[src/saturn_pad_pkg.sv]
package saturn_pad_pkg;

	// Port data or direction register, bits 6:0
	typedef logic [6:0] port_bits_t;

	// One nibble on the port's low four bits
	typedef logic [3:0] nibble_t;

	// Active-low button word from the host side
	typedef logic [15:0] buttons_t;

	// Signed analog axis, zero at center
	typedef logic signed [7:0] axis_t;

	// Pad type selector
	typedef logic [2:0] pad_type_t;

	// Position in the nibble-serial protocol
	typedef logic [4:0] step_t;

	// Pad type codes, gaps belong to the dropped pad kinds
	localparam pad_type_t PAD_DIGITAL = 3'd0;
	localparam pad_type_t PAD_OFF     = 3'd1;
	localparam pad_type_t PAD_MISSION = 3'd3;
	localparam pad_type_t PAD_3D      = 3'd4;

	// TH and TR line positions in the port registers
	localparam int TH_BIT = 6;
	localparam int TR_BIT = 5;

	// Identification nibbles sent at step 4
	localparam nibble_t ID_MISSION = 4'h5;
	localparam nibble_t ID_3D      = 4'h6;

	// First step entered after home
	localparam step_t FIRST_STEP = 5'd2;

	// Final steps per pad type
	// Mission stick stops after the Z1 pair
	localparam step_t LAST_STEP_MISSION = 5'd14;
	// 3D pad carries two more nibbles
	localparam step_t LAST_STEP_3D      = 5'd16;

endpackage

[src/pad_step_if.sv]
`timescale 1ns/1ns

interface pad_step_if;
	import saturn_pad_pkg::*;

	// Advance pulse, one cycle, already qualified by the clock enable
	logic  load;
	// Step that load enters
	step_t next_step;
	// Restart pulse for TH/TR both high
	logic  home;
	// Acknowledge level held by the sequencer
	logic  tl;

	// Sequencer side
	modport seq (
		output load,
		output next_step,
		output home,
		output tl
	);

	// Encoder side
	modport enc (
		input load,
		input next_step,
		input home,
		input tl
	);

endinterface

[src/pad_nibble_encoder.sv]
`timescale 1ns/1ns

module pad_nibble_encoder (
	input  logic                      CLK,
	input  logic                      RST_N,
	input  saturn_pad_pkg::pad_type_t pad_type,
	input  saturn_pad_pkg::buttons_t  buttons,
	input  saturn_pad_pkg::axis_t     axis_x,
	input  saturn_pad_pkg::axis_t     axis_y,
	pad_step_if.enc                   step,
	output saturn_pad_pkg::nibble_t   nibble,
	output logic                      tl
);
	import saturn_pad_pkg::*;

	nibble_t id_nibble;

	assign id_nibble = (pad_type == PAD_3D) ? ID_3D : ID_MISSION;

	// Acknowledge comes straight from the sequencer
	assign tl = step.tl;

	always_ff @(posedge CLK or negedge RST_N) begin
		if (!RST_N) begin
			nibble <= '0;
		end else if (step.home) begin
			nibble <= 4'h1;
		end else if (step.load) begin
			case (step.next_step)
				// Header nibbles
				5'd2,
				5'd3:  nibble <= 4'h1;
				5'd4:  nibble <= id_nibble;
				// Buttons, high nibble first
				5'd5:  nibble <= buttons[15:12];
				5'd6:  nibble <= buttons[11:8];
				5'd7:  nibble <= buttons[7:4];
				5'd8:  nibble <= buttons[3:0];
				// Axes go out offset binary
				5'd9:  nibble <= {~axis_x[7], axis_x[6:4]};
				5'd10: nibble <= axis_x[3:0];
				5'd11: nibble <= {~axis_y[7], axis_y[6:4]};
				5'd12: nibble <= axis_y[3:0];
				// End marker of the 3D pad
				5'd16: nibble <= 4'h1;
				// Triggers are not modeled, steps 13 to 15 send zero
				default: nibble <= 4'h0;
			endcase
		end
	end

	// Output only moves on a sequencer event
	a_nibble_on_event: assert property (
		@(posedge CLK) disable iff (!RST_N)
		$changed(nibble) |-> $past(step.load || step.home)
	);

endmodule

[src/pad_step_sequencer.sv]
`timescale 1ns/1ns

module pad_step_sequencer (
	input  logic                      CLK,
	input  logic                      RST_N,
	input  logic                      smpc_ce,
	input  logic [1:0]                th_tr,
	input  saturn_pad_pkg::pad_type_t pad_type,
	pad_step_if.seq                   step
);
	import saturn_pad_pkg::*;

	step_t step_q;
	logic  tl_q;
	step_t next_step;
	step_t last_step;
	logic  active;
	logic  advance;

	// Only the serial pads run the sequence
	assign active = smpc_ce && (pad_type == PAD_MISSION || pad_type == PAD_3D);

	// Mission stick ends two steps early
	assign last_step = (pad_type == PAD_3D) ? LAST_STEP_3D : LAST_STEP_MISSION;

	// Steps 0 and 1 both jump straight to the first data step
	assign next_step = (step_q < FIRST_STEP) ? FIRST_STEP : step_q + 5'd1;

	always_comb begin
		advance = 1'b0;
		if (step_q < FIRST_STEP) begin
			// TH low, TR high starts the exchange
			advance = (th_tr == 2'b01);
		end else if (step_q < last_step) begin
			// Odd step waits for TR high, even step for TR low
			if (step_q[0])
				advance = (th_tr == 2'b01);
			else
				advance = (th_tr == 2'b00);
		end
	end

	assign step.load      = active && advance;
	assign step.home      = active && (th_tr == 2'b11);
	assign step.next_step = next_step;
	assign step.tl        = tl_q;

	always_ff @(posedge CLK or negedge RST_N) begin
		if (!RST_N) begin
			step_q <= '0;
			tl_q   <= 1'b1;
		end else if (step.home) begin
			step_q <= '0;
			tl_q   <= 1'b1;
		end else if (step.load) begin
			step_q <= next_step;
			// TL tracks step parity, high on even
			tl_q   <= ~next_step[0];
		end
	end

	// Home pattern never matches an advance pattern
	a_load_home_excl: assert property (
		@(posedge CLK) disable iff (!RST_N)
		!(step.load && step.home)
	);

	// Sequence stays inside the longest pad's range
	a_step_range: assert property (
		@(posedge CLK) disable iff (!RST_N)
		step_q <= LAST_STEP_3D
	);

endmodule

[src/port_pin_mux.sv]
`timescale 1ns/1ns

module port_pin_mux (
	input  saturn_pad_pkg::pad_type_t  pad_type,
	input  saturn_pad_pkg::port_bits_t pdr_out,
	input  saturn_pad_pkg::port_bits_t ddr,
	input  saturn_pad_pkg::buttons_t   buttons,
	input  saturn_pad_pkg::nibble_t    nibble,
	input  logic                       tl,
	output saturn_pad_pkg::port_bits_t pdr_in
);
	import saturn_pad_pkg::*;

	nibble_t b3_nibble;

	// Digital pad ID pattern with the L button on top
	assign b3_nibble = {buttons[3], 3'b100};

	always_comb begin
		// Host outputs read back, inputs pulled high
		pdr_in = (pdr_out & ddr) | ~ddr;
		case (pad_type)
			PAD_DIGITAL: begin
				if (ddr[TH_BIT:TR_BIT] == 2'b10) begin
					// TH only select
					if (pdr_out[TH_BIT])
						pdr_in[3:0] = b3_nibble;
					else
						pdr_in[3:0] = buttons[15:12];
				end else if (ddr[TH_BIT:TR_BIT] == 2'b11) begin
					// TH/TR select
					case (pdr_out[TH_BIT:TR_BIT])
						2'b00: pdr_in[3:0] = buttons[7:4];
						2'b01: pdr_in[3:0] = buttons[15:12];
						2'b10: pdr_in[3:0] = buttons[11:8];
						2'b11: pdr_in[3:0] = b3_nibble;
					endcase
				end
			end

			PAD_MISSION,
			PAD_3D: begin
				// Serial data with acknowledge on bit 4
				pdr_in[4:0] = {tl, nibble};
			end

			// Nothing plugged in
			PAD_OFF: ;

			default: ;
		endcase
	end

endmodule

[src/saturn_pad_top.sv]
`timescale 1ns/1ns

module saturn_pad_top (
	input  logic                       CLK,
	input  logic                       RST_N,
	input  logic                       smpc_ce,

	// Port 1
	input  saturn_pad_pkg::port_bits_t pdr1_out,
	input  saturn_pad_pkg::port_bits_t ddr1,
	output saturn_pad_pkg::port_bits_t pdr1_in,
	input  saturn_pad_pkg::buttons_t   joy1,
	input  saturn_pad_pkg::axis_t      joy1_x,
	input  saturn_pad_pkg::axis_t      joy1_y,
	input  saturn_pad_pkg::pad_type_t  joy1_type,

	// Port 2
	input  saturn_pad_pkg::port_bits_t pdr2_out,
	input  saturn_pad_pkg::port_bits_t ddr2,
	output saturn_pad_pkg::port_bits_t pdr2_in,
	input  saturn_pad_pkg::buttons_t   joy2,
	input  saturn_pad_pkg::axis_t      joy2_x,
	input  saturn_pad_pkg::axis_t      joy2_y,
	input  saturn_pad_pkg::pad_type_t  joy2_type
);
	import saturn_pad_pkg::*;

	nibble_t nibble1;
	nibble_t nibble2;
	logic    tl1;
	logic    tl2;

	pad_step_if step1_if ();
	pad_step_if step2_if ();

	// Port 1 channel
	pad_step_sequencer u_seq1 (
		.CLK      (CLK),
		.RST_N    (RST_N),
		.smpc_ce  (smpc_ce),
		.th_tr    (pdr1_out[TH_BIT:TR_BIT]),
		.pad_type (joy1_type),
		.step     (step1_if.seq)
	);

	pad_nibble_encoder u_enc1 (
		.CLK      (CLK),
		.RST_N    (RST_N),
		.pad_type (joy1_type),
		.buttons  (joy1),
		.axis_x   (joy1_x),
		.axis_y   (joy1_y),
		.step     (step1_if.enc),
		.nibble   (nibble1),
		.tl       (tl1)
	);

	port_pin_mux u_mux1 (
		.pad_type (joy1_type),
		.pdr_out  (pdr1_out),
		.ddr      (ddr1),
		.buttons  (joy1),
		.nibble   (nibble1),
		.tl       (tl1),
		.pdr_in   (pdr1_in)
	);

	// Port 2 channel
	pad_step_sequencer u_seq2 (
		.CLK      (CLK),
		.RST_N    (RST_N),
		.smpc_ce  (smpc_ce),
		.th_tr    (pdr2_out[TH_BIT:TR_BIT]),
		.pad_type (joy2_type),
		.step     (step2_if.seq)
	);

	pad_nibble_encoder u_enc2 (
		.CLK      (CLK),
		.RST_N    (RST_N),
		.pad_type (joy2_type),
		.buttons  (joy2),
		.axis_x   (joy2_x),
		.axis_y   (joy2_y),
		.step     (step2_if.enc),
		.nibble   (nibble2),
		.tl       (tl2)
	);

	port_pin_mux u_mux2 (
		.pad_type (joy2_type),
		.pdr_out  (pdr2_out),
		.ddr      (ddr2),
		.buttons  (joy2),
		.nibble   (nibble2),
		.tl       (tl2),
		.pdr_in   (pdr2_in)
	);

endmodule

[config.mk]
export PLATFORM = sky130hd
export DESIGN_NAME = saturn_pad_top
export DESIGN_NICKNAME = d
export VERILOG_FILES = /design/src/saturn_pad_pkg.sv /design/src/pad_step_if.sv /design/src/pad_nibble_encoder.sv /design/src/pad_step_sequencer.sv /design/src/port_pin_mux.sv /design/src/saturn_pad_top.sv
export SDC_FILE = /design/constraint.sdc
export NUM_CORES = 1
export LEC_CHECK = 0
export ABC_CLOCK_PERIOD_IN_PS = 2600
export BUFFER_PORTS_ARGS = -buffer_cell sky130_fd_sc_hd__buf_4
export CORE_MARGIN = 3
export CORE_UTILIZATION = 33
export DETAILED_ROUTE_END_ITERATION = 8
export PLACE_DENSITY_LB_ADDON = 0.2
export SETUP_SLACK_MARGIN = 0.2
export SLEW_MARGIN = 10
export SYNTH_ARGS = -nofsm -noshare
export SYNTH_HDL_FRONTEND = slang
export SYNTH_SLANG_ARGS = --single-unit
[constraint.sdc]
create_clock -name CLK -period 2.6 [get_ports CLK]
set_input_delay 0.26 -clock CLK [delete_from_list [all_inputs] [get_ports CLK]]
set_output_delay 0.26 -clock CLK [all_outputs]
set_load 0.005 [all_outputs]
==> flow_summary.toml, run 1 <==
[global_routing]
grt_max_degree = 31
overflow = 0
grt_usage_pct = 20.0
antenna_found_initial = 0
grt_pass1_vias = 4017
grt_first_pass_wirelength_um = 19600

[die]
io_pins = 115
dieArea_mm2 = 0.0120
start_util_pct = 34.1
row_count = 37
die_w_um = 110
core_area_mm2 = 0.0104
fp.dieH_um = 110

[place]
place_ws_ns = -0.00767
placed_area_mm2 = 0.00463
dp_hpwl_um = 10000
place_congestion = 0.938
io_buffers = 114

[routing]
viasPerCell = 5.88
via_count = 4383
wire_per_inst_um = 16.9
routed_wirelength_um = 12600
drc = 0
ant_nets = 0
first_pass_iters = 6
drt_iter0_drc = 292

[synthesis]
synth_edf_count = 0
ys_top_cells_by_area = "dfrtp_1, nand2_1, nand3_1"
syn-num-nets = 602
async_flop_share_pct = 100
yosysTopAreaCell = "dfrtp_1"
synth_top_area_share_pct = 12.7
synth_area_per_cell_um2 = 7.18
ys_ff_latch = 20
yosys_warnings = 0
syn-instance-count = 493
synth_area_mm2 = 0.00354
seq_area_frac_synth_pct = 14.2
synth_top_flop_cell = "dfrtp_1"
synth.distinct_cells = 87

[cells_and_area]
drive_above_1_share_pct = 31.1
area_growth_pct = 35.2
design_area_mm2 = 0.00479
n_fill_cell = 1091
diodes = 0
finalNetCount = 720
finish.utilization_pct = 46.2

[clocking]
clock_latency_ns = 0.26
cts.clk_slew.worst_paths_ns = 0.08
tritoncts = "yes"
clockBufferDepth = 2
cts_max_level = 1
cts_buffers = 3
clock_sinks = 20
cts-root-buf = "clkbuf_8"

[timing]
clock.fmax_mhz = 428
hold_violations = 0
fin_skew_ns = 0.00449
maxSlewViolCount = 0
tightest_slew_ns = 0.527
maxSlewHeadroom_pct = 64.7
setup_viol_count_final = 0
whs_ns = 0.406
period_share_pct = 89.9
worst_slack_ns = 0.264
fin_crit_ns = 2.34
rsz0062_at_grt = "yes"

[critical_path]
crit_type = "register to register"
arrival_ns = 2.48
cp-start-kind = "register"
endpoint_kind = "register"
path_max_fanout = 14
crit_required_ns = 2.75

[power_and_ir_drop]
internal_power_uw = 1400
p_clk_share_pct = 11.9
p_leak_uw = 0.00208
seqPwrFrac_pct = 17.3
sw_frac_of_total_pct = 46.3
switchingPower_uw = 1210
total_power_uw = 2610
max-vdd-ir-drop_v = 0.000296
p_per_area_mw_per_mm2 = 545
combPwrFrac_pct = 70.8

[status]
status = "complete, no violations"

[hold_path]
hold_class = "primary input to register"

[run]
cap_violations = 0
==> power by group through the flow <==
stage               clock, µW  combinational, µW  sequential [µW]
floorplan                   0               1170              443
global placement            0               1700              453
detailed placement          0               1720              454
CTS                       319               1730              448
global route              336               2030              462
finish                    311               1850              452
==> critical path, cell delays in order, from the launching register on <==
cell,delay (ns)
dfrtp_1,0.39
ha_4,0.19
buf_12,0.14
and4b_1,0.24
a2111oi_4,0.06
buf_4,0.17
buf_4,0.14
and3_1,0.18
o31ai_2,0.23
nand4_1,0.13
a221o_1,0.34
==> state kept, by name (all words and copies together) (netlist names) <==
signal,flops
u_seq1.step_q,5
u_seq1.step.tl,1
u_seq2.step_q,5
u_enc1.nibble,4
u_seq2.step.tl,1
u_enc2.nibble,4
==> metrics by stage <==
stage / std cells / TNS [ns]
floorplan: 493 / 0
global placement: 736 / 0
detailed placement: 736 / -0.00767
CTS: 741 / 0
global route: 746 / 0
finish: 746 / 0
==> cell families after synthesis <==
family	count (synthesis)	synth area share, %
AO/OA/AOI/OAI	183	38.3
XOR/XNOR	4	0.990
adder cells (fa/ha/maj)	8	2.83
buffers and inverters	61	7.84
flip-flops	20	14.2
multiplexers	11	3.85
AND/OR/NAND/NOR	206	32.0
==> path summary, 6_finish.rpt <==
kind | startpoint | endpoint | slack, ns | cells past startpoint
worst min register to register | u_seq2.step.tl | u_seq2.step.tl | 0.52 | 2
worst max register to register | u_seq1.step_q[1] | u_enc1.nibble[0] | 0.26 | 10
max in group asynchronous | RST_N | u_seq1.step.tl | 1.91 | 2
worst max-delay path | u_seq1.step_q[1] | u_enc1.nibble[0] | 0.26 | 10
worst min-delay path | joy1_y[2] | u_enc1.nibble[2] | 0.41 | 4
min in group asynchronous | RST_N | u_seq1.step_q[1] | 0.42 | 2
==> timing repair <==
item                                   in CTS  in global routing
hold buffers                                1                  0
setup buffers                               0                  5
endpoints found under the hold margin      18                  0
resized for setup                           0                  8
setup endpoints to repair                   0                 14
==> area by class of cell <==
cell class / count / area [µm²] / share of cell area (%)
Clock buffer: 3 / 41.3 / 0.862
Clock inverter: 1 / 30.0 / 0.627
Inverter: 23 / 86.3 / 1.80
Multi-Input combinational cell: 412 / 2790 / 58.3
Sequential cell: 20 / 505 / 10.6
Tap cell: 136 / 170 / 3.55
Timing Repair Buffer: 151 / 1160 / 24.2
==> synth_stat cells, types with 5 or more instances <==
cell,count
nand2_1,52
nand3_1,29
nor2_1,28
o21ai_0,28
a21oi_1,27
inv_1,22
dfrtp_1,18
nand2b_1,17
buf_2,15
clkbuf_1,15
nor3_1,11
o211ai_1,10
a22o_1,8
a22oi_1,8
and3_1,8
ha_1,8
mux2i_1,8
nor2b_1,8
a21o_1,7
and2_1,7
o21ai_1,7
a32oi_1,6
o22ai_1,6
a31oi_1,5
a41oi_1,5
o31ai_1,5
==> layer usage <==
| metal | routed length (µm) | part of all wire [%] | up-vias | track usage (%) |
|---|---|---|---|---|
| met3 | 892 | 7.1 | 28 | 1.59 |
| met1 | 5350 | 43 | 2007 | 26.0 |
| met4 | 374 | 3.0 | 0 | 8.10 |
| met5 | 0 | 0 | - | 0 |
| met2 | 5960 | 47 | 205 | 34.0 |
| li1 | - | - | 2143 | - |
==> placed cells by master, fill, tap and decap left out, types with 10 or more instances in the layout <==
cell type	count
a21oi_1	27
buf_4	148
dfrtp_1	16
inv_1	22
nand2_1	51
nand2b_1	17
nand3_1	29
nor2_1	28
nor3_1	11
o211ai_1	10
o21ai_0	28
Note: power is estimated with default switching activity, not from simulation.
==> inputs of run 2 (changes only) <==
CORE_ASPECT_RATIO = 1.1   (was not set)
==> run 2 against run 1 <==
Net effect:
- power fell by 1.7%
- sequential share of layout area rose by 0.051 points
- global-route usage rose by 0.55 points
- die area barely moved
- worst setup slack improved by 0.062 ns
- first-iteration DRC count fell by 20%
- fmax rose by 2.7%
- count of clock-buffer cells in the layout did not move
- cell area fell by 0.24%
- via count barely moved
- clock power barely moved
- critical endpoint is now u_enc2.nibble[0]
- highest routed layer unchanged
==> flow_summary.toml, run 2 (synthesized netlist as in run 1, its figures left out) <==
[run]
cap_violations = 0

[critical_path]
r2r_end = "u_enc2.nibble[0]"
slowest_delay_ns = 0.48
path_cells = "buf_4, and2_1, nor4_1, or3_1, a22o_1, nor3_1, o21ai_1"
path_max_fanout = 30
crit_type = "register to register"
endpoint_kind = "register"
cpMaxStageDelayCell = "or3_1"
arrival_ns = 2.40
r2r_cells = 7
crit_required_ns = 2.72
crit_buf_inv = 1
critPathTopFamily = "simple AND/OR/NAND/NOR gates"
ff2ff_setup_slack_ns = 0.33
r2r-start = "u_seq2.step_q[0]"
cp-start-kind = "register"

[place]
placed_area_mm2 = 0.00465
placed_cells = 744
place_ws_ns = 0.0167
place_congestion = 0.920
dp_hpwl_um = 10100
io_buffers = 114

[timing]
period_share_pct = 87.5
hold_violations = 0
fin_crit_ns = 2.27
maxSlewViolCount = 0
rsz0062_at_grt = "yes"
tightest_slew_ns = 0.558
tns_ns = 0
setup_viol_count_final = 0
worst_slack_ns = 0.326
fin_skew_ns = 0.00263
maxSlewHeadroom_pct = 62.4
clock.fmax_mhz = 440

[status]
status = "complete, no violations"

[die]
fp.dieH_um = 115
core_area_mm2 = 0.0104
start_util_pct = 33.9
die_w_um = 105
row_count = 39
dieArea_mm2 = 0.0120
io_pins = 115

[power_and_ir_drop]
p_per_area_mw_per_mm2 = 537
p_leak_uw = 0.00207
max-vdd-ir-drop_v = 0.000216
total_power_uw = 2570

[cells_and_area]
reg_top3 = "u_seq1.step_q: 5 flops, u_seq2.step_q: 5 flops"
drive_above_1_share_pct = 31.1
final_cell_mix = "buf_4, nand2_1, nand3_1"
layout.cells.most_common = "buf_4"
diodes = 0
design_area_mm2 = 0.00478
fin_cells = 748
area_growth_pct = 34.9
finalNetCount = 716

[clocking]
clock_latency_ns = 0.25
cts-root-buf = "clkbuf_16"
cts_buffers = 3
clockBufferDepth = 2
clock_sinks = 20
cts_max_level = 1
tritoncts = "yes"
cts.clk_slew.worst_paths_ns = 0.05

[global_routing]
antenna_found_initial = 0
overflow = 0
grt_pass1_vias = 4198
grt_max_degree = 33
grt_first_pass_wirelength_um = 20600
grt_usage_pct = 20.5

[routing]
first_pass_iters = 5
viasPerCell = 5.86
ant_nets = 0
drc = 0
wire_per_inst_um = 17.1
drt_iter0_drc = 233
routed_wirelength_um = 12800
via_count = 4387

[hold_path]
whs_path_depth = 4
hold_start = "joy1_y[1]"
hold_class = "primary input to register"
min_to = "u_enc1.nibble[1]"
run 2: per-stage QoR:
stage / util [%] / hold WS, ns
3_3_place_gp: 44.5 / 0.152
4_1_cts: 45.4 / 0.402
3_5_place_dp: 44.5 / 0.155
6_report: 45.7 / 0.406
2_1_floorplan: - / -0.0356
5_1_grt: 45.7 / 0.438
run 2: repair_timing:
item,4_1_cts,5_1_grt
endpoints found under the hold margin,18,0
hold buffers,1,0
pin swaps,0,1
resized for setup,1,10
buffers inserted,0,0
setup endpoints to repair,1,17
run 2: where the power goes:
group	total, µW	internal (µW)	switching [µW]
clock	311	203	109
sequential	448	389	58.5
combinational	1810	764	1040
run 2: cell type report:
cell class	instances	area, µm²
repair buffers	147	1130
well taps	143	179
clock buffers	3	75.1
multi-input cells	412	2800
flip-flops and latches	20	507
fillers	1103	5670
inverters	23	86.3
run 2: worst register-to-register path: stages, from the launching register on:
cell	delay, ns
dfrtp_1	0.39
buf_4	0.33
and2_1	0.21
nor4_1	0.05
or3_1	0.48
a22o_1	0.23
nor3_1	0.36
o21ai_1	0.10
run 2: per-layer routing:
layer,GRT usage [%],routed length (µm),up-vias
met5,0,0,-
met4,8.92,422,0
met3,2.54,742,31
met2,36.9,6420,177
met1,24.5,5230,2054
li1,-,-,2125
run 2: worst max-delay path by stage:
stage,from,to,slack [ns],cells past startpoint
global placement,joy1_type[0],u_enc1.nibble[2],0.13,11
global route,joy2_type[0],u_enc2.nibble[2],0.20,10
detailed placement,joy1_type[0],u_enc1.nibble[2],0.02,11
CTS,joy1_type[0],u_enc1.nibble[2],0.27,11
floorplan,joy2_type[0],u_enc2.nibble[1],0.36,9
finish,u_seq2.step_q[0],u_enc2.nibble[0],0.33,7
==> inputs of run 3 (changes only) <==
SYNTH_HIERARCHICAL = 1   (was not set)
==> run 3 against run 2 <==
Net effect:
- the run now ends with negative setup slack left
- global-route usage shrank 1.7 points
- critical path depth is 2 higher
- combinational power decreased by 31%
- sequential share of layout area is 0.30 points higher
- critical path type unchanged
- largest cell class unchanged
- largest power group unchanged
- highest routed layer unchanged
==> flow_summary.toml, run 3 <==
[routing]
routed_wirelength_um = 10700
ant_nets = 0
first_pass_iters = 4
drt_iter0_drc = 170
route.met3.wl_um = 651
drt-met1-wl_um = 4450
wire_per_inst_um = 16.4
viasPerCell = 5.70
route.met2.wl_um = 5370
via_count = 3722
top_layer = "met4"
drc = 0

[critical_path]
path_max_fanout = 4
endpoint_kind = "register"
cp-startpoint = "u_seq2/step_q[4]"
crit_type = "register to register"
cp-start-kind = "register"
arrival_ns = 2.88
r2r-start = "u_seq2/step_q[4]"
crit_required_ns = 2.77

[synthesis]
yosys_warnings = 6
synth_top_flop_cell = "dfrtp_1"
synth_area_per_cell_um2 = 8.03
syn-instance-count = 396
synth_top_area_share_pct = 14.2
async_flop_share_pct = 100
ys_top_cells_by_area = "dfrtp_1, mux2i_1, mux2_4"
yosysTopAreaCell = "dfrtp_1"
syn-num-nets = 505
synth_edf_count = 0
synth.most_common_cell = "nor2_1"
synth_area_mm2 = 0.00318
synth.distinct_cells = 59
ys_ff_latch = 20
seq_area_frac_synth_pct = 15.8
synth.top_cells.by_count = "nor2_1, nand2_1, mux2i_1"

[cells_and_area]
fin_cells = 653
final_cell_mix = "buf_4, nand2_1, nor2_1"
multi_input_area_mm2 = 0.00255
drive_above_1_share_pct = 41.0
diodes = 0
layout.cells.most_common = "buf_4"
reg_top3 = "u_seq1/step_q: 5 flops, u_seq2/step_q: 5 flops"
area_growth_pct = 45.1
finalNetCount = 649
design_area_mm2 = 0.00461
n_fill_cell = 876
seqCellArea_um2 = 503

[place]
io_buffers = 114
placed_area_mm2 = 0.00440
place_congestion = 0.882
place_ws_ns = -0.319
dp_hpwl_um = 8510
placed_cells = 641

[power_and_ir_drop]
sw_frac_of_total_pct = 42.5
internal_power_uw = 1100
p_leak_uw = 0.00205
total_power_uw = 1920
max-vdd-ir-drop_v = 0.000232
p_per_area_mw_per_mm2 = 416
p_clk_share_pct = 12.9
seqPwrFrac_pct = 22.1
combPwrFrac_pct = 65.0
switchingPower_uw = 814

[die]
dieArea_mm2 = 0.0108
row_count = 36
fp.dieH_um = 109
die_w_um = 99.6
io_pins = 115
core_area_mm2 = 0.00910
start_util_pct = 34.9

[timing]
fin_skew_ns = 0.00436
period_share_pct = 104
fin_crit_ns = 2.71
maxSlewViolCount = 0
worst_slack_ns = -0.109
setup_viol_count_final = 5
clock.fmax_mhz = 369
rsz0062_at_grt = "yes"
hold_violations = 0
maxSlewHeadroom_pct = 68.0
whs_ns = 0.365
tightest_slew_ns = 0.476

[clocking]
clockBufferDepth = 2
cts_buffers = 3
tritoncts = "yes"
cts.clk_slew.worst_paths_ns = 0.08
clock_sinks = 20
cts-root-buf = "clkbuf_8"
clock_latency_ns = 0.26
cts_max_level = 1

[global_routing]
grt_pass1_vias = 3605
antenna_found_initial = 0
grt_first_pass_wirelength_um = 17000
grt_max_degree = 27
grt_usage_pct = 18.8
overflow = 0

[status]
status = "finished with violations"
violations = "negative setup slack"

[hold_path]
hold_class = "primary input to register"
hold_start = "joy1[8]"

[run]
cap_violations = 0
-- run 3: cell families (layout without fill, tap and decap cells) --
logic type,after synthesis,count (layout),synth area share [%]
AND/OR/NAND/NOR,178,178,34.7
XOR/XNOR,6,6,1.65
AO/OA/AOI/OAI,106,106,25.1
multiplexers,34,34,12.3
buffers and inverters,44,187,7.24
flip-flops,20,20,15.8
adder cells (fa/ha/maj),8,8,3.15
-- run 3: routing by layer --
layer / vias to the layer above / global-route usage [%]
li1: 1818 / -
met1: 1755 / 23.9
met2: 134 / 33.9
met3: 15 / 1.60
met4: 0 / 5.56
met5: - / 0
-- run 3: cell type report --
cell class	count	area share (%)
sequential	20	10.9
tap	114	3.09
multi-input combinational	332	55.3
timing repair buffer	165	27.8
inverter	18	1.68
clock buffer	4	1.19
-- run 3: per-stage QoR --
step | util, % | setup TNS, ns
6_report | 50.7 | -0.274
5_1_grt | 50.7 | -1.08
4_1_cts | 49.9 | -0.461
3_5_place_dp | 48.3 | -1.97
3_3_place_gp | 48.3 | -1.60
2_1_floorplan | - | -0.483
-- run 3: worst max-delay path, cell delays in order, from the launching register on --
cell	delay, ns
dfrtp_1	0.42
ha_4	0.23
a21o_1	0.16
or4_1	0.41
a2111o_1	0.45
inv_4	0.09
inv_4	0.03
or3_1	0.30
o32a_1	0.25
a221oi_2	0.29
-- run 3: timing repair --
| action | CTS | global route |
|---|---|---|
| pin swaps | 8 | 6 |
| endpoints found under the setup margin | 8 | 10 |
| setup buffers | 5 | 2 |
| gates resized for setup | 7 | 10 |
| endpoints found under the hold margin | 18 | 0 |
| hold buffers | 1 | 0 |
-- run 3: path summary, 6_finish.rpt --
path	end	cells past startpoint	slack, ns
setup / recovery	u_enc2/nibble[1]	9	-0.11
hold / removal	u_enc1/nibble[0]	3	0.36
setup reg to reg	u_enc2/nibble[1]	9	-0.11
hold reg to reg	u_enc1/nibble[2]	2	0.54
max in group asynchronous	u_seq1/step.tl	2	1.90
min in group asynchronous	u_seq1/step_q[0]	2	0.42
-- run 3: power groups by stage --
stage	Combinational (µW)	Sequential [µW]	Clock, µW
finish	1250	423	248
global route	1360	429	267
CTS	1220	415	253
detailed placement	1200	419	0
global placement	1180	417	0
floorplan	705	410	0
